--- src/logic/routerPortPkg.sv ---
package routerPortPkg;

  // Local plus the four mesh neighbours
  localparam int portCount = 5;

  // Index of one port
  typedef logic [$clog2(portCount)-1:0] portSelT;

  // One bit per port, bit index equals the port enum value
  typedef logic [portCount-1:0] portMaskT;

  // North is +y, east is +x
  typedef enum portSelT {
    portLocal,
    portNorth,
    portEast,
    portSouth,
    portWest
  } portT;

  // One-hot mask of a single port
  function automatic portMaskT portMask(portT p);
    return portMaskT'(1) << int'(p);
  endfunction

  // Next mesh port clockwise, local never comes back
  function automatic portT clockwiseNext(portT p);
    case (p)
      portNorth: return portEast;
      portEast:  return portSouth;
      portSouth: return portWest;
      default:   return portNorth;
    endcase
  endfunction

endpackage

--- src/logic/nocPacketPkg.sv ---
package nocPacketPkg;

  // Mesh coordinate width, enough for up to a 16 by 16 mesh
  localparam int coordWidth = 4;

  // Hop counter, wraps silently on very long paths
  localparam int hopWidth = 8;

  // Remaining misroutes a packet may take
  localparam int rerouteWidth = 4;

  // Whatever is left of the 64-bit flit
  localparam int payloadWidth = 64 - 2 * coordWidth - hopWidth - rerouteWidth;

  // Single-flit packet as carried between routers
  // Destination sits in the top bits so a waveform shows it first
  typedef struct packed {
    logic [coordWidth-1:0]   destX;
    logic [coordWidth-1:0]   destY;
    // Incremented once on entry to every router
    logic [hopWidth-1:0]     hopCount;
    // Decremented when the packet leaves on an unproductive port
    logic [rerouteWidth-1:0] reroute;
    logic [payloadWidth-1:0] payload;
  } packetT;

endpackage
--- src/logic/portRequestIf.sv ---
interface portRequestIf;

  import nocPacketPkg::*;
  import routerPortPkg::*;

  // One-hot output port wanted by the head packet, zero when empty
  portMaskT request;

  // Set while the request is a misroute away from the XY path
  logic unproductive;

  // Head of the input FIFO, read by the crossbar
  packetT headData;

  // Head pops on the edge where this is high
  logic grant;

  modport inputSide (
    output request,
    output unproductive,
    output headData,
    input  grant
  );

  modport allocSide (
    input  request,
    input  unproductive,
    input  headData,
    output grant
  );

endinterface

--- src/logic/router.sv ---
module router #(
  parameter int xLocation     = 0,
  parameter int yLocation     = 0,
  parameter int xNodes        = 2,
  parameter int yNodes        = 2,
  parameter int fifoDepth     = 4,
  parameter int deadlockLimit = 8
) (
  input  logic                               clk,
  input  logic                               reset,
  input  nocPacketPkg::packetT               dataIn [routerPortPkg::portCount],
  input  logic [routerPortPkg::portCount-1:0] writeIn,
  input  logic [routerPortPkg::portCount-1:0] holdIn,
  output nocPacketPkg::packetT               dataOut [routerPortPkg::portCount],
  output logic [routerPortPkg::portCount-1:0] writeOut,
  output logic [routerPortPkg::portCount-1:0] holdOut
);

  import nocPacketPkg::*;
  import routerPortPkg::*;

  // One request link per input unit
  portRequestIf reqIf [portCount] ();

  // Packets after the hop increment, on their way into the FIFOs
  packetT dataInc [portCount];

  // Head packets and misroute flags pulled out of the links for the crossbar
  packetT headArr   [portCount];
  logic   unprodArr [portCount];

  // Allocator decision per output
  portSelT  sel [portCount];
  portMaskT outValid;

  // Crossbar result before the output register
  packetT xbarNext [portCount];

  for (genvar j = 0; j < portCount; j++)
  begin : gInput
    // Count this router as a hop
    always_comb
    begin
      dataInc[j]          = dataIn[j];
      dataInc[j].hopCount = dataIn[j].hopCount + 1'b1;
    end

    inputUnit #(
      .xLocation     (xLocation),
      .yLocation     (yLocation),
      .xNodes        (xNodes),
      .yNodes        (yNodes),
      .fifoDepth     (fifoDepth),
      .deadlockLimit (deadlockLimit)
    ) inputUnitInst (
      .clk     (clk),
      .reset   (reset),
      .dataIn  (dataInc[j]),
      .writeIn (writeIn[j]),
      .hold    (holdOut[j]),
      .req     (reqIf[j])
    );

    assign headArr[j]   = reqIf[j].headData;
    assign unprodArr[j] = reqIf[j].unproductive;
  end

  switchAllocator allocInst (
    .clk      (clk),
    .reset    (reset),
    .req      (reqIf),
    .holdIn   (holdIn),
    .sel      (sel),
    .outValid (outValid)
  );

  // Single mux layer, spend one reroute when the winner was misrouted
  always_comb
  begin
    for (int o = 0; o < portCount; o++)
    begin
      xbarNext[o] = headArr[sel[o]];
      if (unprodArr[sel[o]])
        xbarNext[o].reroute = headArr[sel[o]].reroute - 1'b1;
    end
  end

  // Output data only loads on a grant
  always_ff @(posedge clk)
  begin
    for (int o = 0; o < portCount; o++)
    begin
      if (outValid[o])
        dataOut[o] <= xbarNext[o];
    end
  end

  // Write strobe to each neighbour, one cycle per packet
  always_ff @(posedge clk)
  begin
    if (reset)
      writeOut <= '0;
    else
      writeOut <= outValid;
  end

endmodule

--- src/logic/switchAllocator.sv ---
module switchAllocator (
  input  logic                      clk,
  input  logic                      reset,
  portRequestIf.allocSide           req [routerPortPkg::portCount],
  input  routerPortPkg::portMaskT   holdIn,
  output routerPortPkg::portSelT    sel [routerPortPkg::portCount],
  output routerPortPkg::portMaskT   outValid
);

  import routerPortPkg::*;

  // Requests gathered per input, row is input, column is output
  portMaskT reqMask [portCount];

  // Grant back to each input
  portMaskT grantVec;

  // Round-robin pointer per output, first input to look at
  portSelT rrPtr [portCount];

  // Interface arrays need constant indices
  for (genvar i = 0; i < portCount; i++)
  begin : gReq
    assign reqMask[i]   = req[i].request;
    assign req[i].grant = grantVec[i];
  end

  // Per output, pick the first requester at or after the pointer
  always_comb
  begin : pick
    int cand;
    cand = 0;
    for (int o = 0; o < portCount; o++)
    begin
      sel[o]      = '0;
      outValid[o] = 1'b0;
      // A held output grants nothing
      if (!holdIn[o])
      begin
        for (int k = 0; k < portCount; k++)
        begin
          cand = int'(rrPtr[o]) + k;
          if (cand >= portCount)
            cand = cand - portCount;
          if (!outValid[o] && reqMask[cand][o])
          begin
            outValid[o] = 1'b1;
            sel[o]      = portSelT'(cand);
          end
        end
      end
    end
  end

  // Each input requests one output, so it sees at most one grant here
  always_comb
  begin
    grantVec = '0;
    for (int i = 0; i < portCount; i++)
    begin
      for (int o = 0; o < portCount; o++)
      begin
        if (outValid[o] && (sel[o] == portSelT'(i)))
          grantVec[i] = 1'b1;
      end
    end
  end

  // Pointer moves to one past the winner, only on a grant
  always_ff @(posedge clk)
  begin
    if (reset)
    begin
      for (int o = 0; o < portCount; o++)
        rrPtr[o] <= '0;
    end
    else
    begin
      for (int o = 0; o < portCount; o++)
      begin
        if (outValid[o])
        begin
          rrPtr[o] <= (sel[o] == portSelT'(portCount - 1)) ? '0 : sel[o] + 1'b1;
        end
      end
    end
  end

endmodule

--- src/logic/inputUnit.sv ---
module inputUnit #(
  parameter int xLocation     = 0,
  parameter int yLocation     = 0,
  parameter int xNodes        = 2,
  parameter int yNodes        = 2,
  parameter int fifoDepth     = 4,
  parameter int deadlockLimit = 8
) (
  input  logic                 clk,
  input  logic                 reset,
  input  nocPacketPkg::packetT dataIn,
  input  logic                 writeIn,
  output logic                 hold,
  portRequestIf.inputSide      req
);

  import nocPacketPkg::*;
  import routerPortPkg::*;

  localparam int ptrWidth   = (fifoDepth > 1) ? $clog2(fifoDepth) : 1;
  localparam int countWidth = $clog2(fifoDepth + 1);
  localparam int waitWidth  = $clog2(deadlockLimit + 1);

  localparam logic [coordWidth-1:0] myX = coordWidth'(xLocation);
  localparam logic [coordWidth-1:0] myY = coordWidth'(yLocation);

  // Ports that lead to a neighbour on the mesh, local is never a misroute target
  localparam portMaskT legalMask = {
    xLocation > 0,
    yLocation > 0,
    xLocation < xNodes - 1,
    yLocation < yNodes - 1,
    1'b0
  };

  // Packet storage
  packetT mem [fifoDepth];

  logic [ptrWidth-1:0]   rdPtr;
  logic [ptrWidth-1:0]   wrPtr;
  logic [countWidth-1:0] count;
  logic [waitWidth-1:0]  waitCount;

  logic   empty;
  logic   push;
  logic   pop;
  logic   misroute;
  packetT head;
  portT   prodPort;
  portT   altPort;
  portT   outPort;

  assign empty = (count == '0);
  assign hold  = (count == countWidth'(fifoDepth));

  // Writes while full are dropped
  assign push = writeIn && !hold;
  // Allocator only grants a live request, so the FIFO is never empty here
  assign pop  = req.grant;

  assign head = mem[rdPtr];

  // Payload storage has no reset
  always_ff @(posedge clk)
  begin
    if (push)
    begin
      mem[wrPtr] <= dataIn;
    end
  end

  always_ff @(posedge clk)
  begin
    if (reset)
    begin
      rdPtr <= '0;
      wrPtr <= '0;
      count <= '0;
    end
    else
    begin
      if (push)
      begin
        wrPtr <= (wrPtr == ptrWidth'(fifoDepth - 1)) ? '0 : wrPtr + 1'b1;
      end
      if (pop)
      begin
        rdPtr <= (rdPtr == ptrWidth'(fifoDepth - 1)) ? '0 : rdPtr + 1'b1;
      end
      // Simultaneous push and pop leaves the count alone
      if (push && !pop)
      begin
        count <= count + 1'b1;
      end
      else if (pop && !push)
      begin
        count <= count - 1'b1;
      end
    end
  end

  // XY routing, resolve x first, then y
  always_comb
  begin
    if (head.destX > myX)
      prodPort = portEast;
    else if (head.destX < myX)
      prodPort = portWest;
    else if (head.destY > myY)
      prodPort = portNorth;
    else if (head.destY < myY)
      prodPort = portSouth;
    else
      prodPort = portLocal;
  end

  // First legal mesh port clockwise of the productive one
  always_comb
  begin : altSearch
    portT cand;
    logic found;
    cand    = prodPort;
    found   = 1'b0;
    altPort = prodPort;
    for (int k = 0; k < portCount - 2; k++)
    begin
      cand = clockwiseNext(cand);
      if (!found && legalMask[cand])
      begin
        altPort = cand;
        found   = 1'b1;
      end
    end
  end

  // Misroute only after a long wait, with budget left, and not for a packet already home
  assign misroute = !empty
                    && (waitCount == waitWidth'(deadlockLimit))
                    && (head.reroute != '0)
                    && (prodPort != portLocal)
                    && (altPort != prodPort);

  assign outPort = misroute ? altPort : prodPort;

  assign req.request      = empty ? '0 : portMask(outPort);
  assign req.unproductive = misroute;
  assign req.headData     = head;

  // Cycles the head has waited without a grant, saturating at the limit
  always_ff @(posedge clk)
  begin
    if (reset || pop)
    begin
      waitCount <= '0;
    end
    else if (!empty && (waitCount != waitWidth'(deadlockLimit)))
    begin
      waitCount <= waitCount + 1'b1;
    end
  end

endmodule

--- config.mk ---
export PLATFORM = sky130hd
export DESIGN_NAME = router
export DESIGN_NICKNAME = d
export VERILOG_FILES = /design/src/logic/routerPortPkg.sv /design/src/logic/nocPacketPkg.sv /design/src/logic/portRequestIf.sv /design/src/logic/router.sv /design/src/logic/switchAllocator.sv /design/src/logic/inputUnit.sv
export SDC_FILE = /design/constraint.sdc
export NUM_CORES = 2
export LEC_CHECK = 0
export BUFFER_PORTS_ARGS = -buffer_cell sky130_fd_sc_hd__clkbuf_2
export CORE_ASPECT_RATIO = 0.75
export CORE_MARGIN = 4
export CORE_UTILIZATION = 32
export CTS_CLUSTER_SIZE = 8
export DETAILED_ROUTE_END_ITERATION = 7
export PLACE_DENSITY = 0.54
export SETUP_SLACK_MARGIN = 0.5
export SKIP_LAST_GASP = 1
export SYNTH_ARGS = -nofsm -noshare
export SYNTH_HDL_FRONTEND = slang
export SYNTH_SLANG_ARGS = --single-unit
--- constraint.sdc ---
create_clock -name clk -period 8.9 [get_ports clk]
set_input_delay 2.67 -clock clk [delete_from_list [all_inputs] [get_ports clk]]
set_output_delay 2.67 -clock clk [all_outputs]
set_load 0.005 [all_outputs]
==> run metrics <==
status=complete, no violations; Reg2Reg Depth=19; maximum vdd drop=0.000625 V; Synth async-reset ratio=0%; WP data arrival=8.21 ns; CTS root buffer=clkbuf_16; area grow syn2layout=18.9%; Detailed Routing Iterations Pass 1=5; CP Launch Type=register; final setup violation count=0; met3 usage=5.94%; post-DR wirelength/cell=between 30 and 40 um; design area=87300 um^2; dpl hpwl=171 mm; CTS tree=built; CP Cell Sequence=buf_4 -> mux4_2 -> nor4_2 -> a211oi_2 -> o21ai_1 -> o221ai_1 -> a22oi_2 -> nand3_2 -> nor4_4 -> a211o_1 -> nand2_8 -> ha_1 -> a211oi_2 -> ha_1 -> inv_1 -> fa_1 -> xor2_1 -> or3_1 -> a21oi_1; IO Count=662; WP depth=19; Post-CTS Resized=0; largest net degree at the start of global routing=78; initial DRC count=4566; final worst path period need=7.44 ns; Worst Tran Pin Value=~1.1 ns; critical path fanouts, max=24; Power Dens Cells=396 nW/um^2; clock sink count=about 1700; number of nets with antenna violations after routing=0; fraction of layout cells with a size suffix above 1=around 31%; met1 Use GR=29.0%; EDFF count, synth=1609; Cell Area, Synth=73400 um^2; die area=237000 um^2; final hold violation count=0; Seq cells post-synth=about 1700; via count=44142; first-pass GRT wire length=347 mm; DR vias/cell=~5.3; register area share after synthesis=between 60 and 70%; R2R Path End=gInput[4].inputUnitInst.count[2]$_SDFFE_PP0P_; nets=5556; worst clock skew=0.0642 ns; final setup TNS=0 ns; total track usage=20.6%; number of hold buffers added after cts=0; Buffers on Ports=roughly 660; global routing usage on met2=31.5%; Post-Route WL=250 mm; CP max-delay cell=mux4_2; Core ar.=about 230000 um^2; crit path to=gInput[4].inputUnitInst.count[2]$_SDFFE_PP0P_; crit-path max cell delay=approximately 0.7 ns; number of synthesis warnings=0; Critical Path RT=9.66 ns; fin crit share=between 80% and 90%; most common cell after layout, fill and taps aside=edfxtp_1; Cells after Synth=~4300; Top Usage Layer GRT=met2; Die H=423 um; TritonCTS buffer count=~240; Fin Hold WS=between 0.4 and 0.5 ns; Congestion Overflow GR=0; postcts setup bufs=0; vias in the first global route=43329; Largest delay share family, worst path=compound AO/OA/AOI/OAI gates; H-tree depth=4; Max-Cap Viols=0; Clock Tree Buf Depth=4; most frequent cells in the layout=edfxtp_1 (1609), clkbuf_2 (658), mux4_2 (384); Worst R2R Setup Slack=1.46 ns; relative slew slack=22.6%; Crit path buffers/inverters=2; Clock transition at path regs=approximately 0.050 ns; area of placed instances=80600 um^2; Clk Latency, worst-skew pair=0.86 ns; DR DRC count=0; Max Transition Viols Final=0; Starting Density=between 30% and 40%; Netlist cell types=slightly above 90; initial antenna violation count=85; Main synth FF type=edfxtp_1; Leak=30.6 nW; synthesized area per cell=17.2 um^2; fmax=134 MHz; RePlAce Congestion=approximately 0.87; Cell Rows=roughly 150; final core occ=38.5%; Die Wd=561 um; element type at the critical path end=register; Hold Path Class=register to register; critical path class=register to register; unrepaired setup endpoints after global routing=false
## registers in the layout, indices dropped and copies added (netlist names), named ones only
name	count
gInput.inputUnitInst.mem	1280
gInput.inputUnitInst.waitCount	20
dataOut	320
allocInst.rrPtr	9
gInput.inputUnitInst.count	15
gInput.inputUnitInst.wrPtr	10
gInput.inputUnitInst.rdPtr	10
writeOut	5
## worst reg2reg max path, stage by stage, from the launching register on
cell and delay, ns:
dfxtp_4 0.50, buf_4 0.53, mux4_2 0.71, nor4_2 0.58, a211oi_2 0.13, o21ai_1 0.50, o221ai_1 0.32, a22oi_2 0.28
nand3_2 0.15, nor4_4 0.54, a211o_1 0.56, nand2_8 0.33, ha_1 0.39, a211oi_2 0.50, ha_1 0.29, inv_1 0.06
fa_1 0.38, xor2_1 0.18, or3_1 0.31, a21oi_1 0.14
## layer usage
metal	up-vias	wire, um
li1	18711	-
met1	23057	109000
met2	1943	113000
met3	397	22600
met4	34	5560
met5	-	246
## synthesized netlist by cell type, types with 57 or more instances
| library cell | instances | share of area, % |
|---|---|---|
| a21oi_1 | 115 | 0.78 |
| a221oi_1 | 62 | 0.74 |
| clkbuf_1 | 144 | 0.74 |
| dfxtp_1 | 70 | 1.9 |
| edfxtp_1 | 1609 | 66 |
| ha_1 | 90 | 1.5 |
| inv_1 | 132 | 0.68 |
| mux2_2 | 125 | 1.9 |
| mux2i_1 | 327 | 4.5 |
| mux4_2 | 384 | 12 |
| nand2_1 | 233 | 1.2 |
| nand3_1 | 110 | 0.75 |
| nor2_1 | 117 | 0.60 |
| o21ai_0 | 115 | 0.78 |
| o21ai_1 | 57 | 0.39 |
## how the worst min path moves through the flow
stage	end	depth (start not counted)	slack, ns	from
6_report	gInput[0].inputUnitInst.waitCount[2]$_SDFFE_PP0P_	2	0.49	gInput[0].inputUnitInst.waitCount[2]$_SDFFE_PP0P_
3_3_place_gp	gInput[1].inputUnitInst.waitCount[2]$_SDFFE_PP0P_	2	0.46	gInput[1].inputUnitInst.waitCount[2]$_SDFFE_PP0P_
4_1_cts	gInput[4].inputUnitInst.waitCount[2]$_SDFFE_PP0P_	2	0.49	gInput[4].inputUnitInst.waitCount[2]$_SDFFE_PP0P_
5_1_grt	register	2	0.52	gInput[4].inputUnitInst.rdPtr[0]$_SDFFE_PP0P_
2_1_floorplan	gInput[0].inputUnitInst.waitCount[2]$_SDFFE_PP0P_	2	0.45	gInput[0].inputUnitInst.waitCount[2]$_SDFFE_PP0P_
3_5_place_dp	gInput[2].inputUnitInst.waitCount[2]$_SDFFE_PP0P_	2	0.48	gInput[2].inputUnitInst.waitCount[2]$_SDFFE_PP0P_
## kinds of logic after synthesis
kind of cell / after synthesis / synth area share (%)
flip-flops: 1679 / 67.8
XOR/XNOR: 73 / 0.871
adder cells (fa/ha/maj): 98 / 1.75
other: 1 / 0.00511
AND/OR/NAND/NOR: 705 / 4.77
buffers and inverters: 372 / 2.30
AO/OA/AOI/OAI: 488 / 4.31
multiplexers: 840 / 18.2
## per-stage QoR
stage | cells | power [mW] | setup WS [ns]
2_1_floorplan | 4385 | 20.7 | 0.658
3_3_place_gp | 7945 | 26.3 | 1.70
3_5_place_dp | 7945 | 26.4 | 1.63
4_1_cts | 8289 | 34.7 | 1.61
5_1_grt | 8300 | 36.2 | 1.21
6_report | 8318 | 34.6 | 1.46
## cell type report
class / count / area, um^2
clock buffer: 331 / 6390
clock inverter: 13 / 201
timing repair buffer: 735 / 3880
sequential: 1679 / 49800
tap: 3060 / 3830
antenna: 29 / 72.6
inverter: 137 / 520
multi-input combinational: 2334 / 22600
fill: 20960 / 140000
## power by group
group          total, mW  switching [mW]  internal, mW  leakage (nW)
Sequential          11.5           0.719          10.8          15.5
Clock               8.21            3.30          4.91          3.18
Combinational       14.8            9.53          5.30          12.0
Power figures use the tool's default switching activity.
